==> config.mk <==
export PLATFORM = sky130hd
export DESIGN_NAME = regfile_2r1w
export DESIGN_NICKNAME = d
export VERILOG_FILES = /design/src/rv_pkg.sv /design/src/regfile_2r1w.sv
export SDC_FILE = /design/constraint.sdc
export NUM_CORES = 2
export LEC_CHECK = 0
export BUFFER_PORTS_ARGS = -buffer_cell sky130_fd_sc_hd__buf_4
export CAP_MARGIN = 20
export CORE_MARGIN = 2
export CORE_UTILIZATION = 41
export DETAILED_ROUTE_END_ITERATION = 6
export HOLD_SLACK_MARGIN = 0.02
export SLEW_MARGIN = 20
export SYNTH_ARGS = -nofsm -noshare
export SYNTH_HDL_FRONTEND = slang
export SYNTH_SLANG_ARGS = --single-unit
==> constraint.sdc <==
create_clock -name clk -period 3.55 [get_ports clk]
set_clock_uncertainty 0.15 [all_clocks]
set_input_delay 0.5325 -clock clk [delete_from_list [all_inputs] [get_ports clk]]
set_output_delay 0.5325 -clock clk [all_outputs]
set_load 0.1 [all_outputs]
==> src/rv_pkg.sv <==
package rv_pkg;

	localparam int XLEN       = 64;	// data and pc width
	localparam int ILEN       = 32;	// instruction width
	localparam int REG_ADDR_W = 5;
	localparam int NUM_REGS   = 32;

	// major opcodes, instr[6:0]
	localparam logic [6:0] OPC_LUI    = 7'b0110111;
	localparam logic [6:0] OPC_AUIPC  = 7'b0010111;
	localparam logic [6:0] OPC_JAL    = 7'b1101111;
	localparam logic [6:0] OPC_JALR   = 7'b1100111;
	localparam logic [6:0] OPC_BRANCH = 7'b1100011;
	localparam logic [6:0] OPC_LOAD   = 7'b0000011;
	localparam logic [6:0] OPC_STORE  = 7'b0100011;
	localparam logic [6:0] OPC_IMM    = 7'b0010011;
	localparam logic [6:0] OPC_OP     = 7'b0110011;
	localparam logic [6:0] OPC_IMM_32 = 7'b0011011;
	localparam logic [6:0] OPC_OP_32  = 7'b0111011;

	localparam logic [2:0] F3_JALR = 3'b000;

	// branch conditions
	localparam logic [2:0] F3_BEQ  = 3'b000;
	localparam logic [2:0] F3_BNE  = 3'b001;
	localparam logic [2:0] F3_BLT  = 3'b100;
	localparam logic [2:0] F3_BGE  = 3'b101;
	localparam logic [2:0] F3_BLTU = 3'b110;
	localparam logic [2:0] F3_BGEU = 3'b111;

	// load sizes
	localparam logic [2:0] F3_LB  = 3'b000;
	localparam logic [2:0] F3_LH  = 3'b001;
	localparam logic [2:0] F3_LW  = 3'b010;
	localparam logic [2:0] F3_LD  = 3'b011;
	localparam logic [2:0] F3_LBU = 3'b100;
	localparam logic [2:0] F3_LHU = 3'b101;
	localparam logic [2:0] F3_LWU = 3'b110;

	// store sizes
	localparam logic [2:0] F3_SB = 3'b000;
	localparam logic [2:0] F3_SH = 3'b001;
	localparam logic [2:0] F3_SW = 3'b010;
	localparam logic [2:0] F3_SD = 3'b011;

	// integer ops, shared by OP, OP-IMM and the 32-bit groups
	localparam logic [2:0] F3_ADD  = 3'b000;	// also SUB
	localparam logic [2:0] F3_SLL  = 3'b001;
	localparam logic [2:0] F3_SLT  = 3'b010;
	localparam logic [2:0] F3_SLTU = 3'b011;
	localparam logic [2:0] F3_XOR  = 3'b100;
	localparam logic [2:0] F3_SR   = 3'b101;	// SRL and SRA
	localparam logic [2:0] F3_OR   = 3'b110;
	localparam logic [2:0] F3_AND  = 3'b111;

	localparam logic [6:0] F7_BASE = 7'h00;
	localparam logic [6:0] F7_ALT  = 7'h20;	// SUB, SRA

	typedef logic [XLEN-1:0]       xlen_t;
	typedef logic [ILEN-1:0]       instr_t;
	typedef logic [REG_ADDR_W-1:0] reg_addr_t;

	typedef enum logic [2:0] {
		IMM_NONE, IMM_I, IMM_S, IMM_B, IMM_U, IMM_J
	} imm_fmt_e;

	typedef enum logic [3:0] {
		ADD, SUB, SLL, SLT, SLTU, XOR, SRL, SRA, OR, AND, LUI, AUIPC
	} alu_op_e;

	typedef enum logic [2:0] {
		BR_NONE, BR_JUMP, BEQ, BNE, BLT, BGE, BLTU, BGEU
	} br_type_e;

	typedef enum logic [1:0] {
		MEM_B, MEM_H, MEM_W, MEM_D
	} mem_unit_e;

	typedef struct packed {
		imm_fmt_e  imm_fmt;
		alu_op_e   alu_op;
		logic      alu_src;	// operand b is the immediate
		br_type_e  br_type;
		logic      is_branch;
		logic      mem_rd;
		logic      mem_wr;
		mem_unit_e mem_unit;
		logic      mem_unsigned;
		logic      mem_to_reg;
		logic      rf_wr;
		reg_addr_t rd;
		logic      word_op;	// sign-extend 32-bit result
		logic      is_valid;
	} id_ctrl_t;

	typedef struct packed {
		xlen_t    pc;
		xlen_t    rs1_data;
		xlen_t    rs2_data;
		xlen_t    imm;
		id_ctrl_t ctrl;
	} id_ex_t;

endpackage
==> src/regfile_2r1w.sv <==
module regfile_2r1w import rv_pkg::*; (
	input  logic      clk,
	input  logic      rst_n,
	input  reg_addr_t i_raddr_a,
	input  reg_addr_t i_raddr_b,
	input  reg_addr_t i_waddr,
	input  logic      i_wen,
	input  xlen_t     i_wdata,
	output xlen_t     o_rdata_a,
	output xlen_t     o_rdata_b
);

	// x0 has no storage
	xlen_t regs [1:NUM_REGS-1];

	always_ff @(posedge clk or negedge rst_n) begin
		if (!rst_n) begin
			for (int i = 1; i < NUM_REGS; i++) begin
				regs[i] <= '0;
			end
		end else if (i_wen && (i_waddr != '0)) begin
			regs[i_waddr] <= i_wdata;	// writes to x0 dropped
		end
	end

	// a write this cycle shows up only after the edge
	always_comb begin
		if (i_raddr_a == '0) begin
			o_rdata_a = '0;
		end else begin
			o_rdata_a = regs[i_raddr_a];
		end
	end

	always_comb begin
		if (i_raddr_b == '0) begin
			o_rdata_b = '0;
		end else begin
			o_rdata_b = regs[i_raddr_b];
		end
	end

endmodule

==> results.md <==
Status:
- The flow ran to the end, but the final reports show violations.
- The final reports fail on setup timing.

Floorplanning:
- The die is 512 um wide.
- The core region area is 257000 um2.
- The effective utilization at floorplan is 0.412.
- The die is 512 um tall.
- 210 I/O pins were placed.
- The number of rows created at floorplan is 186.
- The overall die area is 262000 um2.

Setup path:
- The source of the critical timing path is i_raddr_b[2].
- Grouping stages by cell kind, the critical path spends the most delay in simple AND/OR/NAND/NOR gates.
- The buffering stage count on the worst path with inverters included is 4.
- On the worst path, the slowest cell contributes a delay of 0.83 ns.
- The worst register-to-register path has a setup slack of 2.58 ns.
- The required time reported for the critical path endpoint is 2.87 ns.
- The critical setup path kind is in -> out.
- Data arrives at the worst endpoint at 2.87 ns.
- The reg-to-reg endpoint is regs[927].
- Of all nets on the critical path, the largest fanout is 42.
- The worst setup path is captured at an output port.
- Counting cells, the worst reg-to-reg path comes to 1.
- The critical-path cell with the highest stage delay is sky130_fd_sc_hd__nor4_4.
- The type of element launching the critical path is an input port.
- In this run the critical register-to-register path is launched from regs[927].
- The signal on the critical path passes through buf_8 -> buf_12 -> nand2_4 -> buf_12 -> o22ai_1 -> nor3_1 -> nor4_4 -> buf_6.
- The most prevalent standard cell on the critical path is sky130_fd_sc_hd__buf_12.

Drt:
- The DRC violation count after routing is 0.
- The average vias per placed instance is 6.38.
- Dividing the detail-routed wire length by the instance count gives 32.3 um.
- Summed over all layers, the routed wires come to 383 mm.
- Detailed routing inserted a total of 75813 vias.
- The final antenna-violating net count is 0.
- The detailed-router iteration count before antenna repair is 6.
- The initial detailed-routing violation count is 6759.

Yosys:
- The library cell with the largest summed area after synthesis is sky130_fd_sc_hd__dfrtp_1.
- The net count after synthesis is 8148.
- By area the synthesized netlist is led by sky130_fd_sc_hd__dfrtp_1 47%, sky130_fd_sc_hd__mux2_2 22%, sky130_fd_sc_hd__mux2i_1 12%, sky130_fd_sc_hd__mux4_2 5.4%, sky130_fd_sc_hd__o22ai_1 3.0%.
- The most common cell in the synthesized netlist is sky130_fd_sc_hd__mux2_2.
- Counting flops with an async set or reset pin after synthesis yields a share of 1.00.
- The total number of yosys warnings is 0.
- The register area share after synthesis is 0.469.
- In this run, synthesis produced a sequential element count of 1984.
- The number of synthesized flops with an enable pin is 0.
- In this run the cell area of the synthesized design comes to 106000 um2.
- The average size of a mapped cell is 13.1 um2.
- The gate count of the mapped netlist is 8066.
- After synthesis, the most frequently instantiated cells are 2091 x sky130_fd_sc_hd__mux2_2, 1984 x sky130_fd_sc_hd__dfrtp_1, 1280 x sky130_fd_sc_hd__mux2i_1.
- The number of different library cells in the post-synthesis netlist is 34.
- In the synthesized netlist the dominant register cell turns out to be sky130_fd_sc_hd__dfrtp_1.
- The area share of the largest cell type after synthesis is 0.469.

Timing:
- The smallest clock period supported by the final layout is computed as 3.55 ns.
- Setup repair after global routing left no endpoint under its margin.
- The number of hold violations in the final report is 0.
- The final-report max-slew violation count is 0.
- For the pin with the worst max-slew slack, the measured transition is 1.24 ns.
- Across all setup checks in the final design, the least slack found is -0.000467 ns.
- The tightest hold path in the finished design has a slack of 0.0655 ns.
- Based on the critical path, the design can be clocked at up to 282 MHz.
- The final setup violation count is 1.
- Dividing the final minimum period by the clock period gives 1.00.
- Headroom to the max-slew limit came out at 0.171.

Clock tree:
- The longest clock path from root to sink contains 3 buffers.
- The later pin in the worst-skew pair is clocked with a latency of 0.88 ns.
- Clock tree synthesis selected as its root buffer the cell sky130_fd_sc_hd__clkbuf_16.
- The H-tree generated during clock tree synthesis spans 4 levels.
- Counting the buffers created by CTS gives 209.
- TritonCTS built the clock tree.
- The tree built by TritonCTS fans out to 1984 sinks.
- Clock-pin slew was measured on the worst setup and hold paths at 0.06 ns.

Placed design:
- The number of instances in the placed design is 11419.
- Summing all placed instances gives a cell area of 118000 um2.
- At the end of routability-driven placement, the weighted congestion stood at 0.863.
- The number of input and output port buffers inserted is 209.
- The estimated wirelength of the detail-placed design is 240 mm.

Global routing:
- The number of global-route vias before repair is 78149.
- The total overflow left after global routing is 0.
- Entering global routing, the biggest net connects 136 pins.
- The number of antenna violations at the first check in global routing is 26.
- For this run, the total global-route usage over all layers was measured as 0.286.
- The first global-routing pass estimated 557 mm of wire.

Finish:
- The number of fill cells is 22168.
- The combined area of the multi-input logic cells is 54700 um2.
- The design area is 126000 um2.
- In the final layout, the registers with the most flip-flops are regs: 1984 flops.
- The sequential cell area in the final layout is 49600 um2.
- The most flop-heavy register is regs.
- The non-filler instance count after layout is 11878.
- Of the cells placed in the final design, the portion with a size suffix greater than 1 is 0.439.
- The register with the most flip-flops in the layout has 1984 of them.
- The number of nets at the end of the flow is 8395.
- The area growth from synthesis to layout is 18.7%.

Worst hold path:
- The number of instances on the worst hold path is 2.
- The worst hold path endpoint is regs[1698].
- The worst hold path belongs to the class in -> reg.
- The worst hold path begins at i_wdata[34].

Run:
- Max-cap violations in this run came to 0.

Power and ir drop:
- The leakage power total is 56.4 nW.
- The total power after layout is 0.0698 W.
- Dividing total power by cell area gives a power density of 555 nW/um2.
- The worst-case vdd ir drop is 0.603 mV.
how the worst max path moves through the flow:
stage | endpoint | slack, ns | cells after the start
floorplan | o_rdata_a[13] | 0.05 | 8
global placement | o_rdata_b[60] | -0.22 | 8
detailed placement | o_rdata_b[60] | -0.23 | 8
CTS | o_rdata_b[60] | -0.10 | 6
global route | o_rdata_a[48] | 0.0002 | 6
finish | o_rdata_b[60] | -0.0005 | 8
cells by family after synthesis:
| kind of cell | count (synthesis) | synth area share |
|---|---|---|
| compound gates | 1024 | 0.0677 |
| mux | 3648 | 0.400 |
| buf+inv | 867 | 0.0358 |
| flops | 1984 | 0.469 |
| simple gates | 543 | 0.0279 |
final cells by class:
type / count / share of cell area
multi-input combinational: 5215 / 0.435
clock inverter: 61 / 0.00561
sequential: 1984 / 0.395
antenna: 7 / 0.000139
tap: 3384 / 0.0337
timing repair buffer: 903 / 0.0798
clock buffer: 324 / 0.0504
through the flow:
stage | TNS, ns | setup WS, ns | util
4_1_cts | -0.103 | -0.103 | 0.488
3_5_place_dp | -0.877 | -0.226 | 0.458
2_1_floorplan | 0 | 0.0549 | -
3_3_place_gp | -0.943 | -0.222 | 0.458
6_report | -0.000467 | -0.000467 | 0.489
5_1_grt | 0 | 0.000234 | 0.489
per-layer routing:
metal	wire length [um]	share of wire	GRT usage
met2	181000	0.47	0.464
met3	23700	0.062	0.0425
met5	42	0.00011	0
met1	159000	0.42	0.379
met4	19500	0.051	0.133
report_power, final:
part           internal [W]  switching, W
combinational       0.00834       0.00832
clock                0.0131       0.00954
sequential           0.0271       0.00341
total                0.0485        0.0213
placed cells by master, fill, tap and decap left out, types with 56 or more instances in the layout:
cell / n
sky130_fd_sc_hd__mux2i_1: 1280
sky130_fd_sc_hd__a21oi_1: 79
sky130_fd_sc_hd__clkbuf_16: 215
sky130_fd_sc_hd__mux2_2: 2091
sky130_fd_sc_hd__buf_4: 590
sky130_fd_sc_hd__buf_12: 231
sky130_fd_sc_hd__a211oi_1: 71
sky130_fd_sc_hd__mux4_2: 256
sky130_fd_sc_hd__a221o_1: 128
sky130_fd_sc_hd__a22oi_1: 127
sky130_fd_sc_hd__clkbuf_8: 56
sky130_fd_sc_hd__nor4_4: 80
sky130_fd_sc_hd__nor3_1: 259
sky130_fd_sc_hd__dfrtp_1: 1984
sky130_fd_sc_hd__dlygate4sd3_1: 64
sky130_fd_sc_hd__o22ai_1: 512
sky130_fd_sc_hd__nor2b_1: 85
repair_timing:
action	in CTS	in global routing
endpoints found under the hold margin	2229	0
setup buffers	0	3
gates resized for setup	20	24
hold buffers	64	0
setup endpoints to repair	14	17
gates cloned	0	1
pin swaps	4	5
Power figures use the tool's default switching activity.
