File: src/rv_pkg.sv
package rv_pkg;

	localparam int XLEN       = 64;	// data and pc width
	localparam int ILEN       = 32;	// instruction width
	localparam int REG_ADDR_W = 5;
	localparam int NUM_REGS   = 32;

	// major opcodes, instr[6:0]
	localparam logic [6:0] OPC_LUI    = 7'b0110111;
	localparam logic [6:0] OPC_AUIPC  = 7'b0010111;
	localparam logic [6:0] OPC_JAL    = 7'b1101111;
	localparam logic [6:0] OPC_JALR   = 7'b1100111;
	localparam logic [6:0] OPC_BRANCH = 7'b1100011;
	localparam logic [6:0] OPC_LOAD   = 7'b0000011;
	localparam logic [6:0] OPC_STORE  = 7'b0100011;
	localparam logic [6:0] OPC_IMM    = 7'b0010011;
	localparam logic [6:0] OPC_OP     = 7'b0110011;
	localparam logic [6:0] OPC_IMM_32 = 7'b0011011;
	localparam logic [6:0] OPC_OP_32  = 7'b0111011;

	localparam logic [2:0] F3_JALR = 3'b000;

	// branch conditions
	localparam logic [2:0] F3_BEQ  = 3'b000;
	localparam logic [2:0] F3_BNE  = 3'b001;
	localparam logic [2:0] F3_BLT  = 3'b100;
	localparam logic [2:0] F3_BGE  = 3'b101;
	localparam logic [2:0] F3_BLTU = 3'b110;
	localparam logic [2:0] F3_BGEU = 3'b111;

	// load sizes
	localparam logic [2:0] F3_LB  = 3'b000;
	localparam logic [2:0] F3_LH  = 3'b001;
	localparam logic [2:0] F3_LW  = 3'b010;
	localparam logic [2:0] F3_LD  = 3'b011;
	localparam logic [2:0] F3_LBU = 3'b100;
	localparam logic [2:0] F3_LHU = 3'b101;
	localparam logic [2:0] F3_LWU = 3'b110;

	// store sizes
	localparam logic [2:0] F3_SB = 3'b000;
	localparam logic [2:0] F3_SH = 3'b001;
	localparam logic [2:0] F3_SW = 3'b010;
	localparam logic [2:0] F3_SD = 3'b011;

	// integer ops, shared by OP, OP-IMM and the 32-bit groups
	localparam logic [2:0] F3_ADD  = 3'b000;	// also SUB
	localparam logic [2:0] F3_SLL  = 3'b001;
	localparam logic [2:0] F3_SLT  = 3'b010;
	localparam logic [2:0] F3_SLTU = 3'b011;
	localparam logic [2:0] F3_XOR  = 3'b100;
	localparam logic [2:0] F3_SR   = 3'b101;	// SRL and SRA
	localparam logic [2:0] F3_OR   = 3'b110;
	localparam logic [2:0] F3_AND  = 3'b111;

	localparam logic [6:0] F7_BASE = 7'h00;
	localparam logic [6:0] F7_ALT  = 7'h20;	// SUB, SRA

	typedef logic [XLEN-1:0]       xlen_t;
	typedef logic [ILEN-1:0]       instr_t;
	typedef logic [REG_ADDR_W-1:0] reg_addr_t;

	typedef enum logic [2:0] {
		IMM_NONE, IMM_I, IMM_S, IMM_B, IMM_U, IMM_J
	} imm_fmt_e;

	typedef enum logic [3:0] {
		ADD, SUB, SLL, SLT, SLTU, XOR, SRL, SRA, OR, AND, LUI, AUIPC
	} alu_op_e;

	typedef enum logic [2:0] {
		BR_NONE, BR_JUMP, BEQ, BNE, BLT, BGE, BLTU, BGEU
	} br_type_e;

	typedef enum logic [1:0] {
		MEM_B, MEM_H, MEM_W, MEM_D
	} mem_unit_e;

	typedef struct packed {
		imm_fmt_e  imm_fmt;
		alu_op_e   alu_op;
		logic      alu_src;	// operand b is the immediate
		br_type_e  br_type;
		logic      is_branch;
		logic      mem_rd;
		logic      mem_wr;
		mem_unit_e mem_unit;
		logic      mem_unsigned;
		logic      mem_to_reg;
		logic      rf_wr;
		reg_addr_t rd;
		logic      word_op;	// sign-extend 32-bit result
		logic      is_valid;
	} id_ctrl_t;

	typedef struct packed {
		xlen_t    pc;
		xlen_t    rs1_data;
		xlen_t    rs2_data;
		xlen_t    imm;
		id_ctrl_t ctrl;
	} id_ex_t;

endpackage
File: src/imm_gen.sv
module imm_gen import rv_pkg::*; (
	input  imm_fmt_e i_fmt,
	input  instr_t   i_instr,
	output xlen_t    o_imm
);

	logic sgn;

	assign sgn = i_instr[31];	// every format signs from bit 31

	always_comb begin
		case (i_fmt)
			IMM_I: begin
				o_imm = {{(XLEN-12){sgn}}, i_instr[31:20]};
			end
			IMM_S: begin
				o_imm = {{(XLEN-12){sgn}}, i_instr[31:25], i_instr[11:7]};
			end
			IMM_B: begin
				// 13-bit offset, lsb always zero
				o_imm = {{(XLEN-13){sgn}}, i_instr[31], i_instr[7],
					i_instr[30:25], i_instr[11:8], 1'b0};
			end
			IMM_U: begin
				o_imm = {{(XLEN-32){sgn}}, i_instr[31:12], 12'b0};
			end
			IMM_J: begin
				// 21-bit offset, lsb always zero
				o_imm = {{(XLEN-21){sgn}}, i_instr[31], i_instr[19:12],
					i_instr[20], i_instr[30:21], 1'b0};
			end
			default: begin
				o_imm = '0;	// R-type, no immediate
			end
		endcase
	end

endmodule

File: config.mk
export PLATFORM = sky130hd
export DESIGN_NAME = imm_gen
export DESIGN_NICKNAME = d
export VERILOG_FILES = /design/src/rv_pkg.sv /design/src/imm_gen.sv
export SDC_FILE = /design/constraint.sdc
export NUM_CORES = 1
export LEC_CHECK = 0
export BUFFER_PORTS_ARGS = -buffer_cell sky130_fd_sc_hd__buf_2
export CAP_MARGIN = 20
export CORE_MARGIN = 5
export CORE_UTILIZATION = 27
export DETAILED_ROUTE_END_ITERATION = 7
export GPL_TIMING_DRIVEN = 1
export PLACE_DENSITY = 0.88
export SLEW_MARGIN = 20
export SYNTH_ARGS = -nofsm -noshare
export SYNTH_HDL_FRONTEND = slang
export SYNTH_SLANG_ARGS = --single-unit
File: constraint.sdc
create_clock -name vclk -period 1.32
set_clock_uncertainty 0.05 [all_clocks]
set_input_delay 0 -clock vclk [all_inputs]
set_output_delay 0 -clock vclk [all_outputs]
set_load 0.1 [all_outputs]
==> results of run 1 <==
## metrics by stage
step | cells | hold slack (ps) | area [um2] | setup TNS (ps) | total power [mW]
after detailed placement | 186 | 352.4 | 1961 | 0 | 1.960
after CTS | 186 | 352.3 | 1961 | 0 | 1.962
after global routing | 188 | 370.4 | 1978 | 0 | 2.003
after global placement | 186 | 322.3 | 1961 | 0 | 1.909
after floorplan | 98 | 125.9 | 1016 | -7689 | 1.433
final | 188 | 349.7 | 1978 | 0 | 1.968
## report_power, final
group	switching (mW)	internal, mW
Combinational	1.33	0.639
Clock	0	0.000000102
Sequential	0	0
Total	1.33	0.639
## worst min-delay path by stage
| stage | startpoint | endpoint | slack, ps | cells after the start |
|---|---|---|---|---|
| final | i_instr[12] | o_imm[12] | 350 | 3 |
| after global routing | i_instr[13] | o_imm[13] | 370 | 3 |
| after CTS | i_instr[12] | o_imm[12] | 350 | 3 |
| after detailed placement | i_instr[12] | o_imm[12] | 350 | 3 |
| after global placement | i_instr[8] | o_imm[1] | 320 | 4 |
| after floorplan | i_fmt[2] | o_imm[0] | 130 | 1 |
## layout make-up
type | count | area (um2)
Fill cell | 82 | 234.0
Antenna cell | 1 | 2.502
Tap cell | 28 | 35.03
Multi-Input combinational cell | 60 | 441.7
Timing Repair Buffer | 99 | 1499
## kinds of logic (layout without fill, tap and decap cells)
kind of cell    count (synthesis)  after routing  share of synthesized area
compound gates                 29             29                     0.3016
simple gates                   31             31                     0.2639
other cells                     0              1                          0
buf+inv                        38             99                     0.4345
## per-layer routing
layer / part of all wire / up-vias / track usage
li1: - / 422 / -
met1: 0.30 / 468 / 0.2320
met2: 0.58 / 70 / 0.5582
met3: 0.077 / 13 / 0.06798
met4: 0.039 / 0 / 0.06291
met5: 0 / - / 0
## worst min-delay path, stage by stage
cell	delay (ps)
buf_2	80
a21o_1	140
buf_12	180
## repair_timing
item | in CTS | in global routing
setup endpoints to repair | 0 | 32
buffers inserted | 0 | 1
gates resized for setup | 0 | 2
## cell usage in the layout, fill, tap and decap left out
master,n
nand2_1,15
o21ai_2,10
buf_4,5
and2b_2,1
a21oi_1,1
a311oi_1,1
nor2_2,1
o21a_4,1
or2_1,1
buf_2,28
a31o_2,1
nand2b_1,1
buf_12,66
and2_2,6
nor2_1,2
nor2b_1,1
o21ai_1,1
diode_2,1
nor2b_2,1
a21o_1,8
nor2b_4,1
o22a_1,1
a22o_1,3
nor3b_4,1
o21ai_4,2
==> results.txt, run 1 <==
Post-synth top cells = buf_4, nand2_1, o21ai_0
CP peak stage delay = 280 ps
number of max-cap violations = 0
worst-path cell chain = buf_2, nor2_1, nor2_1, o21a_4, buf_4, buf_12
Max-slew headroom = 0.7115
Vias/cell = 5.176
I/O pins = 99
synthesized area = 630.6 um2
warnings from Yosys = 0
initial DRC count = 21
biggest area consumer among synthesized cells = buf_4
NumNets Final = 196
Synth area leaders = buf_4, a21o_1, nand2_1, o21ai_0, and2_1
hold buffers post-CTS = 0
FF+latch count = 0
Residual DRC = 0
routed wire length = 4.610 mm
# clk buffers = 0
final worst path period need = 1243 ps
Final Cycle Share = 0.9420
vias after detailed routing = 973
RSZ-0062 raised after global routing = false
area share of the largest cell type after synthesis = 0.4048
largest net degree at the start of global routing = 15
Synthesized Nets = 133
Core Region = 2212 um2
drt wl/cell = 24.52 um
Final Setup Violations = 0
Worst Setup EP = o_imm[62]
Routed Antenna Nets = 0
CP required = 1270 ps
Mapped Cells = 98
initial antenna violation count = 1
Max Fclk = 804.2 MHz
Setup crit end kind = output pin
die area = 3402 um2
final core utilization = 0.8942
Slew Viols, Final = 0
Avg Cell Area, Syn = 6.435 um2
Hold Path Class = input pin to output pin
PD cells = 994.8 nW/um2
GRT Util Overall = 0.2610
final setup margin = 76.56 ps
most frequent cell on the critical path = nor2_1
GP Congestion = 0.7615
CP max FO = 10
PortBufs = 92
status = finished clean
Max VDD drop = 0.7112 mV
slowest CP cell = o21a_4
chip width = 58.33 um
vias in the first global route = 1150
Tightest Pin Transition = 429.8 ps
Critical Path Start Type = input pin
first-pass GRT wire length = 6.610 mm
Setup crit start = i_fmt[1]
top-count cell post-synth = buf_4
register area share after synthesis = 0
WP data arrival = 1190 ps
DP Worst Slack = 32.82 ps
layout cells sized above 1 = 0.7799
Starting Density = 0.2851
FP Rows = 17
Distinct cells, synth = 22
kind of cell adding the most delay to the critical path = buffers and inverters
Crit path depth = 6
Final Hold Fails = 0
kind of critical path = input pin to output pin
crit path buf inv count = 3
grt ovf = 0
synth-to-layout area growth = 213.7%
height of the chip = 58.33 um
Post-DP HPWL = 3.831 mm
P_leak = 0.9236 nW
FF+latch area = 0 um2
first-pass iteration count of the detailed router = 4
Note: power is estimated with default switching activity, not from simulation.
==> run 2, diff against run 1 <==
- CORE_ASPECT_RATIO: not set -> 0.7
==> results.txt, run 2 (synthesis gave the netlist of run 1 again) <==
status = finished clean
initial DRC count = 9
Max Fclk = 832.3 MHz
Routed Antenna Nets = 0
die area = 3417 um2
FF+latch count = 0
n_diodes = 0
P_leak = 0.9270 nW
Fin Hold WS = 338.1 ps
WHS Endpoint = o_imm[1]
Critical Path Start Type = input pin
worst-path cell chain = buf_2, nor2b_4, o21ai_1, buf_4, o21ai_2, buf_12
Residual DRC = 0
FF+latch area = 0 um2
Worst Hold Launch = i_instr[8]
Max-slew headroom = 0.8294
Post-DP HPWL = 3.506 mm
grt ovf = 0
Setup crit end kind = output pin
CP max FO = 11
Final Setup Violations = 0
Max VDD drop = 0.5475 mV
kind of critical path = input pin to output pin
GRT Util Overall = 0.2313
layout cells sized above 1 = 0.7813
first-pass iteration count of the detailed router = 4
Hold Path Class = input pin to output pin
chip width = 67.76 um
PortBufs = 92
Setup crit start = i_fmt[1]
final core utilization = 0.9051
Tightest Pin Transition = 254.2 ps
Vias/cell = 4.865
commonest cells after routing, fill and taps aside = buf_12, buf_2, nand2_1
vias after detailed routing = 934
CP peak stage delay = 260 ps
Post-CTS Setup Inserts = 0
I/O pins = 99
GP Congestion = 0.8473
Final Hold Fails = 0
Placed Instance Area = 1981 um2
number of max-cap violations = 0
final worst path period need = 1202 ps
Core Region = 2190 um2
commonest non-fill, non-tap cell in the layout = buf_12
height of the chip = 50.44 um
RSZ-0062 raised after global routing = false
hold buffers post-CTS = 0
initial antenna violation count = 0
WHS Path Cells = 4
first-pass GRT wire length = 5.823 mm
PD cells = 983.1 nW/um2
NumNets Final = 197
Design Area, Final = 1982 um2
vias in the first global route = 1061
Final Cycle Share = 0.9102
CP required = 1270 ps
drt wl/cell = 20.13 um
WP data arrival = 1150 ps
Starting Density = 0.2880
FP Rows = 14
# clk buffers = 0
setup TNS = 0 ps
largest net degree at the start of global routing = 16
slowest CP cell = nor2b_4
Slew Viols, Final = 0
fillers = 80
routed wire length = 3.865 mm
synth-to-layout area growth = 214.3%
## run 2: changes by cell type in the layout (fill, tap and decap cells not counted)
| cell | delta |
|---|---|
| buf_4 | +1 |
| nor3b_2 | +1 |
| nor3b_4 | -1 |
| diode_2 | -1 |
## run 2: final cells by class
type	instances	area, um2	share of cell area
Timing Repair Buffer	100	1506	0.7601
Multi-Input combinational cell	60	435.4	0.2197
Tap cell	32	40.04	0.02020
## run 2: repair_timing
action	4_1_cts	5_1_grt
setup endpoints to repair	0	1
endpoints found under the hold margin	0	0
resized for setup	0	1
## run 2: where the power goes
group	switching (mW)	internal (mW)	leakage (nW)	total [mW]
clock	0	0	0	0
combinational	1.31	0.639	0.927	1.95
sequential	0	0	0	0
total	1.31	0.639	0.927	1.95
## run 2: critical path, delay by kind of cell
kind	cells	cell delay (ps)
buffers and inverters	3	650
and+or+nand+nor	1	260
AOI/OAI and AO/OA	2	240
## run 2: routing by layer
| layer | global-route usage | wire length, um | vias up |
|---|---|---|---|
| li1 | - | - | 422 |
| met2 | 0.4814 | 2261 | 59 |
| met3 | 0.04464 | 259 | 20 |
| met4 | 0.1414 | 261 | 0 |
| met5 | 0 | 0 | - |
| met1 | 0.1921 | 1083 | 433 |
## run 2: worst max-delay path by stage
stage | to | slack, ps | cells after the start
after global routing | o_imm[22] | 80 | 6
after global placement | o_imm[29] | 220 | 5
final | o_imm[22] | 120 | 6
after CTS | o_imm[22] | 40 | 5
after floorplan | o_imm[32] | -260 | 5
after detailed placement | o_imm[22] | 40 | 5
## run 2: metrics by stage
stage / cells / power (mW) / setup WS (ps)
finish: 192 / 1.948 / 118.5
global route: 192 / 1.985 / 80.78
CTS: 192 / 1.956 / 40.44
detailed placement: 192 / 1.955 / 40.62
global placement: 192 / 1.914 / 222.8
floorplan: 98 / 1.433 / -260.0
