## src/rv_pkg.sv

```systemverilog
package rv_pkg;

	localparam int XLEN       = 64;	// data and pc width
	localparam int ILEN       = 32;	// instruction width
	localparam int REG_ADDR_W = 5;
	localparam int NUM_REGS   = 32;

	// major opcodes, instr[6:0]
	localparam logic [6:0] OPC_LUI    = 7'b0110111;
	localparam logic [6:0] OPC_AUIPC  = 7'b0010111;
	localparam logic [6:0] OPC_JAL    = 7'b1101111;
	localparam logic [6:0] OPC_JALR   = 7'b1100111;
	localparam logic [6:0] OPC_BRANCH = 7'b1100011;
	localparam logic [6:0] OPC_LOAD   = 7'b0000011;
	localparam logic [6:0] OPC_STORE  = 7'b0100011;
	localparam logic [6:0] OPC_IMM    = 7'b0010011;
	localparam logic [6:0] OPC_OP     = 7'b0110011;
	localparam logic [6:0] OPC_IMM_32 = 7'b0011011;
	localparam logic [6:0] OPC_OP_32  = 7'b0111011;

	localparam logic [2:0] F3_JALR = 3'b000;

	// branch conditions
	localparam logic [2:0] F3_BEQ  = 3'b000;
	localparam logic [2:0] F3_BNE  = 3'b001;
	localparam logic [2:0] F3_BLT  = 3'b100;
	localparam logic [2:0] F3_BGE  = 3'b101;
	localparam logic [2:0] F3_BLTU = 3'b110;
	localparam logic [2:0] F3_BGEU = 3'b111;

	// load sizes
	localparam logic [2:0] F3_LB  = 3'b000;
	localparam logic [2:0] F3_LH  = 3'b001;
	localparam logic [2:0] F3_LW  = 3'b010;
	localparam logic [2:0] F3_LD  = 3'b011;
	localparam logic [2:0] F3_LBU = 3'b100;
	localparam logic [2:0] F3_LHU = 3'b101;
	localparam logic [2:0] F3_LWU = 3'b110;

	// store sizes
	localparam logic [2:0] F3_SB = 3'b000;
	localparam logic [2:0] F3_SH = 3'b001;
	localparam logic [2:0] F3_SW = 3'b010;
	localparam logic [2:0] F3_SD = 3'b011;

	// integer ops, shared by OP, OP-IMM and the 32-bit groups
	localparam logic [2:0] F3_ADD  = 3'b000;	// also SUB
	localparam logic [2:0] F3_SLL  = 3'b001;
	localparam logic [2:0] F3_SLT  = 3'b010;
	localparam logic [2:0] F3_SLTU = 3'b011;
	localparam logic [2:0] F3_XOR  = 3'b100;
	localparam logic [2:0] F3_SR   = 3'b101;	// SRL and SRA
	localparam logic [2:0] F3_OR   = 3'b110;
	localparam logic [2:0] F3_AND  = 3'b111;

	localparam logic [6:0] F7_BASE = 7'h00;
	localparam logic [6:0] F7_ALT  = 7'h20;	// SUB, SRA

	typedef logic [XLEN-1:0]       xlen_t;
	typedef logic [ILEN-1:0]       instr_t;
	typedef logic [REG_ADDR_W-1:0] reg_addr_t;

	typedef enum logic [2:0] {
		IMM_NONE, IMM_I, IMM_S, IMM_B, IMM_U, IMM_J
	} imm_fmt_e;

	typedef enum logic [3:0] {
		ADD, SUB, SLL, SLT, SLTU, XOR, SRL, SRA, OR, AND, LUI, AUIPC
	} alu_op_e;

	typedef enum logic [2:0] {
		BR_NONE, BR_JUMP, BEQ, BNE, BLT, BGE, BLTU, BGEU
	} br_type_e;

	typedef enum logic [1:0] {
		MEM_B, MEM_H, MEM_W, MEM_D
	} mem_unit_e;

	typedef struct packed {
		imm_fmt_e  imm_fmt;
		alu_op_e   alu_op;
		logic      alu_src;	// operand b is the immediate
		br_type_e  br_type;
		logic      is_branch;
		logic      mem_rd;
		logic      mem_wr;
		mem_unit_e mem_unit;
		logic      mem_unsigned;
		logic      mem_to_reg;
		logic      rf_wr;
		reg_addr_t rd;
		logic      word_op;	// sign-extend 32-bit result
		logic      is_valid;
	} id_ctrl_t;

	typedef struct packed {
		xlen_t    pc;
		xlen_t    rs1_data;
		xlen_t    rs2_data;
		xlen_t    imm;
		id_ctrl_t ctrl;
	} id_ex_t;

endpackage
```

## src/rv_decoder.sv

```systemverilog
module rv_decoder import rv_pkg::*; (
	input  instr_t   i_instr,
	output id_ctrl_t o_ctrl
);

	logic [6:0] opcode;
	logic [2:0] f3;
	logic [6:0] f7;
	reg_addr_t  rd_field;
	logic       f7_base;
	logic       f7_alt;
	logic       f6_base;
	logic       f6_alt;
	logic       ok;

	assign opcode   = i_instr[6:0];
	assign f3       = i_instr[14:12];
	assign f7       = i_instr[31:25];
	assign rd_field = i_instr[11:7];
	assign f7_base  = (f7 == F7_BASE);
	assign f7_alt   = (f7 == F7_ALT);

	// RV64 shift immediates carry shamt[5] in bit 25, so only
	// the upper six bits select the operation
	assign f6_base  = (f7[6:1] == F7_BASE[6:1]);
	assign f6_alt   = (f7[6:1] == F7_ALT[6:1]);

	always_comb begin
		o_ctrl = '0;
		ok     = 1'b1;

		unique case (opcode)
			OPC_LUI, OPC_AUIPC: begin
				o_ctrl.imm_fmt = IMM_U;
				o_ctrl.alu_op  = (opcode == OPC_LUI) ? LUI : AUIPC;
				o_ctrl.alu_src = 1'b1;
				o_ctrl.rf_wr   = 1'b1;
			end
			OPC_JAL, OPC_JALR: begin
				o_ctrl.imm_fmt   = (opcode == OPC_JAL) ? IMM_J : IMM_I;
				o_ctrl.alu_op    = ADD;	// link value pc+4
				o_ctrl.alu_src   = 1'b1;
				o_ctrl.br_type   = BR_JUMP;
				o_ctrl.is_branch = 1'b1;
				o_ctrl.rf_wr     = 1'b1;
				if (opcode == OPC_JALR) begin
					ok = (f3 == F3_JALR);
				end
			end
			OPC_BRANCH: begin
				o_ctrl.imm_fmt   = IMM_B;
				o_ctrl.alu_op    = SUB;	// compare rs1 against rs2
				o_ctrl.is_branch = 1'b1;
				case (f3)
					F3_BEQ:  o_ctrl.br_type = BEQ;
					F3_BNE:  o_ctrl.br_type = BNE;
					F3_BLT:  o_ctrl.br_type = BLT;
					F3_BGE:  o_ctrl.br_type = BGE;
					F3_BLTU: o_ctrl.br_type = BLTU;
					F3_BGEU: o_ctrl.br_type = BGEU;
					default: ok = 1'b0;
				endcase
			end
			OPC_LOAD: begin
				o_ctrl.imm_fmt    = IMM_I;
				o_ctrl.alu_op     = ADD;	// address rs1 + imm
				o_ctrl.alu_src    = 1'b1;
				o_ctrl.mem_rd     = 1'b1;
				o_ctrl.mem_to_reg = 1'b1;
				o_ctrl.rf_wr      = 1'b1;
				case (f3)
					F3_LB:   o_ctrl.mem_unit = MEM_B;
					F3_LH:   o_ctrl.mem_unit = MEM_H;
					F3_LW:   o_ctrl.mem_unit = MEM_W;
					F3_LD:   o_ctrl.mem_unit = MEM_D;
					F3_LBU: begin
						o_ctrl.mem_unit     = MEM_B;
						o_ctrl.mem_unsigned = 1'b1;
					end
					F3_LHU: begin
						o_ctrl.mem_unit     = MEM_H;
						o_ctrl.mem_unsigned = 1'b1;
					end
					F3_LWU: begin
						o_ctrl.mem_unit     = MEM_W;
						o_ctrl.mem_unsigned = 1'b1;
						o_ctrl.word_op      = 1'b1;
					end
					default: ok = 1'b0;
				endcase
			end
			OPC_STORE: begin
				o_ctrl.imm_fmt = IMM_S;
				o_ctrl.alu_op  = ADD;
				o_ctrl.alu_src = 1'b1;
				o_ctrl.mem_wr  = 1'b1;	// rs2 is the store data
				case (f3)
					F3_SB:   o_ctrl.mem_unit = MEM_B;
					F3_SH:   o_ctrl.mem_unit = MEM_H;
					F3_SW:   o_ctrl.mem_unit = MEM_W;
					F3_SD:   o_ctrl.mem_unit = MEM_D;
					default: ok = 1'b0;
				endcase
			end
			OPC_IMM: begin
				o_ctrl.imm_fmt = IMM_I;
				o_ctrl.alu_src = 1'b1;
				o_ctrl.rf_wr   = 1'b1;
				unique case (f3)
					F3_ADD:  o_ctrl.alu_op = ADD;
					F3_SLT:  o_ctrl.alu_op = SLT;
					F3_SLTU: o_ctrl.alu_op = SLTU;
					F3_XOR:  o_ctrl.alu_op = XOR;
					F3_OR:   o_ctrl.alu_op = OR;
					F3_AND:  o_ctrl.alu_op = AND;
					F3_SLL: begin
						o_ctrl.alu_op = SLL;
						ok            = f6_base;
					end
					F3_SR: begin
						o_ctrl.alu_op = f6_alt ? SRA : SRL;
						ok            = f6_base | f6_alt;
					end
				endcase
			end
			OPC_OP: begin
				o_ctrl.rf_wr = 1'b1;	// both operands from registers
				ok           = f7_base;
				unique case (f3)
					F3_ADD: begin
						o_ctrl.alu_op = f7_alt ? SUB : ADD;
						ok            = f7_base | f7_alt;
					end
					F3_SLL:  o_ctrl.alu_op = SLL;
					F3_SLT:  o_ctrl.alu_op = SLT;
					F3_SLTU: o_ctrl.alu_op = SLTU;
					F3_XOR:  o_ctrl.alu_op = XOR;
					F3_SR: begin
						o_ctrl.alu_op = f7_alt ? SRA : SRL;
						ok            = f7_base | f7_alt;
					end
					F3_OR:   o_ctrl.alu_op = OR;
					F3_AND:  o_ctrl.alu_op = AND;
				endcase
			end
			OPC_IMM_32, OPC_OP_32: begin
				o_ctrl.imm_fmt = (opcode == OPC_IMM_32) ? IMM_I : IMM_NONE;
				o_ctrl.alu_src = (opcode == OPC_IMM_32);
				o_ctrl.rf_wr   = 1'b1;
				o_ctrl.word_op = 1'b1;
				case (f3)
					F3_ADD: begin
						// ADDIW has no funct7, its bits are immediate
						if (opcode == OPC_OP_32) begin
							o_ctrl.alu_op = f7_alt ? SUB : ADD;
							ok            = f7_base | f7_alt;
						end else begin
							o_ctrl.alu_op = ADD;
						end
					end
					F3_SLL: begin
						o_ctrl.alu_op = SLL;
						ok            = f7_base;
					end
					F3_SR: begin
						o_ctrl.alu_op = f7_alt ? SRA : SRL;
						ok            = f7_base | f7_alt;
					end
					default: ok = 1'b0;
				endcase
			end
			default: ok = 1'b0;	// unknown opcode
		endcase

		// no side effects for illegal encodings
		if (!ok) begin
			o_ctrl.rf_wr     = 1'b0;
			o_ctrl.mem_rd    = 1'b0;
			o_ctrl.mem_wr    = 1'b0;
			o_ctrl.is_branch = 1'b0;
		end
		o_ctrl.is_valid = ok;
		o_ctrl.rd       = o_ctrl.rf_wr ? rd_field : '0;
	end

endmodule

```

## config.mk

```make
export PLATFORM = sky130hd
export DESIGN_NAME = rv_decoder
export DESIGN_NICKNAME = d
export VERILOG_FILES = /design/src/rv_pkg.sv /design/src/rv_decoder.sv
export SDC_FILE = /design/constraint.sdc
export NUM_CORES = 1
export LEC_CHECK = 0
export ABC_AREA = 1
export ABC_CLOCK_PERIOD_IN_PS = 2300
export BUFFER_PORTS_ARGS = -buffer_cell sky130_fd_sc_hd__buf_2
export CAP_MARGIN = 0
export CORE_MARGIN = 1
export CORE_UTILIZATION = 45
export DETAILED_ROUTE_END_ITERATION = 10
export PLACE_DENSITY_LB_ADDON = 0.2
export SLEW_MARGIN = 20
export SYNTH_ARGS = -nofsm -noshare
export SYNTH_HDL_FRONTEND = slang
export SYNTH_SLANG_ARGS = --single-unit
```

## constraint.sdc

```tcl
create_clock -name vclk -period 2.3
set_clock_uncertainty 0.05 [all_clocks]
set_input_delay 0.345 -clock vclk [all_inputs]
set_output_delay 0.345 -clock vclk [all_outputs]
set_load 0.1 [all_outputs]
```

==> flow_metrics.py, run 1 <==
metrics = {
    "floorplanning": {
        "die_height_um": 46.4,
        "die_w_um": 46.4,
        "floorplan.initialDensity_pct": 49.8,
        "fp-row-count": 15,
        "ioPinCount": 58,
    },
    "placed_design": {
        "port_buffers": 48,
        "dp_hpwl_um": 3360,
        "gp_congestion": 0.948,
        "dpl.cell_count": 264,
        "preCtsSetupSlack_ps": -175,
    },
    "outcome": {
        "stop_stage": "global routing (5_1_grt)",
        "first-error": "[ERROR DPL-0038] Utilization greater than 100%, impossible to legalize",
        "outcome": "did not finish",
    },
    "timing": {
        "timing.worst_endpoint.kind": "top-level output",
        "worst_setup_endpoint_grt": "o_ctrl[19]",
    },
    "synth": {
        "netlist_area_um2": 887,
        "seq_area_frac_synth_pct": 0,
        "number_of_warnings_printed_during_yosys_synthesis": 0,
        "post_synth_inst_count": 170,
        "syn-num-nets": 208,
        "avgSynthCellArea_um2": 5.22,
        "yosysUniqueCellTypes": 27,
    },
    "global_routing": {
        "grt_start_max_net_pins": 13,
    },
    "clock_tree": {
        "cts_post_setup_buffers_inserted": 0,
    },
}
[per-stage QoR]
stage / hold WS (ps) / TNS, ps / cell area, um^2 / utilization (%)
2_1_floorplan: 835 / -1300 / 997 / -
3_3_place_gp: 1120 / -236 / 1640 / 91.8
3_5_place_dp: 1120 / -1090 / 1640 / 91.8
4_1_cts: 1030 / 0 / 1690 / 94.9
[what timing repair did]
| item | 4_1_cts |
|---|---|
| gates resized for setup | 16 |
| pin swaps | 1 |
| hold buffers | 0 |
| setup endpoints to repair | 7 |
[cells in the mapped netlist, drive strengths merged]
cell / number / area [um^2]
nand2: 39 / 159
inv: 37 / 139
nor2: 32 / 158
nand3: 23 / 138
o21ai: 8 / 40.0
a21oi: 7 / 38.8
ha: 6 / 75.1
nor3: 4 / 36.3
o211ai: 4 / 30.0
buf: 2 / 15.0
o21bai: 2 / 15.0
nand4: 1 / 6.26
nor2b: 1 / 6.26
o2111ai: 1 / 8.76
o31ai: 1 / 7.51
o41ai: 1 / 8.76
or2: 1 / 6.26
[cell families after synthesis]
kind of cell               share of synthesized area [%]
and+or+nand+nor                                     57.4
buffers and inverters                               17.3
AOI/OAI and AO/OA                                   16.8
adders and majority gates                           8.46
==> run 2, diff against run 1 <==
--- a/config.mk
+++ b/config.mk
@@ -9,10 +9,10 @@
 export ABC_CLOCK_PERIOD_IN_PS = 2300
 export BUFFER_PORTS_ARGS = -buffer_cell sky130_fd_sc_hd__buf_2
 export CAP_MARGIN = 0
-export CORE_MARGIN = 1
-export CORE_UTILIZATION = 45
+export CORE_AREA = 2 2 63 65
 export DETAILED_ROUTE_END_ITERATION = 10
-export PLACE_DENSITY_LB_ADDON = 0.2
+export DIE_AREA = 0 0 65 67
+export PLACE_DENSITY_LB_ADDON = 0.15
 export SLEW_MARGIN = 20
 export SYNTH_ARGS = -nofsm -noshare
 export SYNTH_HDL_FRONTEND = slang
==> run 2 against run 1 <==
Effect of this change:
- the flow now finishes without violations
- synthesized cell count did not move
- area after synthesis did not move
==> flow_metrics.py, run 2 <==
metrics = {
    "outcome": {
        "outcome": "complete, no violations",
    },
    "synth": {
        "ranking_of_synthesized_cells_by_area": "nand2_1 (15%), inv_1 (12%), nand3_1 (11%)",
        "synth_mux_area_share_pct": 0,
        "netlist_area_um2": 887,
        "synth_most_common_cell": "nand2_1",
        "synthesized_area_fraction_occupied_by_ao_oa_aoi_and_oai_cells_pct": 16.8,
        "avgSynthCellArea_um2": 5.22,
        "synth.largest_area_cell": "nand2_1",
        "synthXorXnorAreaFrac_pct": 0,
        "number_of_warnings_printed_during_yosys_synthesis": 0,
        "yosysUniqueCellTypes": 27,
        "seq_area_frac_synth_pct": 0,
        "post_synth_inst_count": 170,
        "yosys.area_share.simple_pct": 57.4,
        "synth_top_family_by_area": "simple AND/OR/NAND/NOR gates",
        "synth_adder_area_share_pct": 8.46,
        "netlist_top_cells_count": "nand2_1 (36), inv_1 (28), nor2_1 (21)",
        "synthDominantCellAreaShare_pct": 15.2,
        "syn-num-nets": 208,
    },
    "detailed_routing": {
        "antenna_violating_nets_post_route": 0,
        "dr_wl_met3_um": 107,
        "drt-total-wl_um": 2990,
        "routed-via-count": 1282,
        "dr.max_layer_used": "met3",
        "pre_antenna_drt_iters": 4,
        "routedLengthMet1_um": 1410,
        "drtIter0Drc": 34,
        "detailroute.wirelength.met2_um": 1470,
        "routed_via_density": 4.42,
        "drc": 0,
        "routed_wire_length_per_instance_um": 10.3,
    },
    "global_routing": {
        "grt_pass1_vias": 1127,
        "grt_start_max_net_pins": 13,
        "grt_first_pass_wirelength_um": 4750,
        "grt_antenna_before_repair": 0,
        "global_route.overflow_total": 0,
        "grt_use_total_pct": 13.4,
    },
    "timing": {
        "max_freq_ghz": 0.454,
        "grt_setup_unrepaired": "false",
        "final_number_of_max_transition_violations": 0,
        "measured_slew_at_the_worst_slew_check_pin_ps": 488,
        "finalCritPeriodShare_pct": 95.8,
        "slew-limit-headroom_pct": 67.7,
        "final-setup-viol-count": 0,
        "fin_tns_setup_ps": 0,
        "hold_slack_ps": 1020,
        "final_hold_viol_count": 0,
        "final_period_minus_worst_setup_slack_ps": 2200,
    },
    "min_path": {
        "min_delay_path_depth": 4,
        "timing.hold.worst.class": "primary input to output port",
    },
    "finish": {
        "antenna_cells": 0,
        "commonest_non_fill_non_tap_cell_in_the_layout": "nand2_1",
        "area.sequential_um2": 0,
        "nNetsFinal": 282,
        "layout_cell_share_with_drive_strength_beyond_1_pct": 49.6,
        "most-common-layout-cells": "nand2_1 (34), inv_1 (28), buf_4 (28)",
        "layout.clock_buffers": 0,
        "layout.core_utilization_pct": 48.6,
        "layoutNonFillerInstCount": 290,
        "synthToLayoutAreaGrowth_pct": 97.5,
        "flops_and_latches": 0,
        "fillerInstances": 381,
        "multi_input_comb_area_um2": 865,
    },
    "floorplanning": {
        "die_w_um": 65,
        "floorplan.initialDensity_pct": 24.6,
        "die_area_mm2": 0.00436,
        "core_region_area_mm2": 0.00361,
        "fp-row-count": 22,
        "ioPinCount": 58,
        "die_height_um": 67,
    },
    "clock_tree": {
        "ctsHoldBuffers": 0,
    },
    "placed_design": {
        "dpl.cell_count": 289,
        "port_buffers": 48,
        "gp_congestion": 0.813,
        "dp_hpwl_um": 2660,
    },
    "pwr": {
        "worst_ir_drop_vdd_mv": 0.0509,
        "power_w": 0.000188,
        "power_per_cell_area_mw_per_mm2": 107,
        "power.leakage_nw": 0.940,
    },
    "critical_path": {
        "critPathKind": "primary input to output port",
        "worstSetupEndpointType": "output port",
        "critPathRequiredTime_ps": 1900,
        "critPathArrivalTime_ps": 1810,
        "crit_path_start_kind": "primary input",
        "critPathMaxFanout": 3,
    },
    "run": {
        "cap_viol_max_count": 0,
    },
}
-- run 2: critical path: stages --
cell	delay [ps]
buf_2	120
inv_2	70
nand2_1	120
buf_4	160
nor2_1	150
buf_4	140
nand2_1	120
o41ai_4	370
buf_12	220
-- run 2: path summary, 6_finish.rpt --
path / slack (ps) / end / start
min: 1020 / o_ctrl[2] / i_instr[7]
max: 100 / o_ctrl[10] / i_instr[4]
-- run 2: cell families (layout without fill, tap and decap cells) --
group,Yosys count,in the layout
and+or+nand+nor,101,101
adders and majority gates,6,6
AOI/OAI and AO/OA,24,24
buffers and inverters,39,111
-- run 2: layer usage --
layer | global-route usage (%) | up-vias
li1 | - | 687
met1 | 18.5 | 567
met2 | 24.2 | 28
met3 | 0.676 | 0
met4 | 0 | 0
met5 | 0 | -
-- run 2: cell type report --
class / instances / area share (%)
inverters: 37 / 7.93
multi-input cells: 131 / 49.4
repair buffers: 74 / 39.3
well taps: 48 / 3.43
-- run 2: where the power goes --
part | switching [W] | internal, W | total, W
combinational | 0.000120 | 0.0000679 | 0.000188
clock | 0 | 0 | 0
sequential | 0 | 0 | 0
total | 0.000120 | 0.0000679 | 0.000188
-- run 2: through the flow --
| step | setup WS [ps] | area (um^2) |
|---|---|---|
| floorplan | -385 | 997 |
| global placement | -95.2 | 1680 |
| detailed placement | -108 | 1680 |
| CTS | -8.59 | 1700 |
| global route | 5.08 | 1750 |
| finish | 97.0 | 1750 |
-- run 2: what timing repair did --
item / 4_1_cts / 5_1_grt
pin swaps: 0 / 2
buffers inserted: 0 / 1
setup endpoints to repair: 8 / 9
gates resized for setup: 7 / 14
No activity file was read; power rests on OpenSTA's default activity.
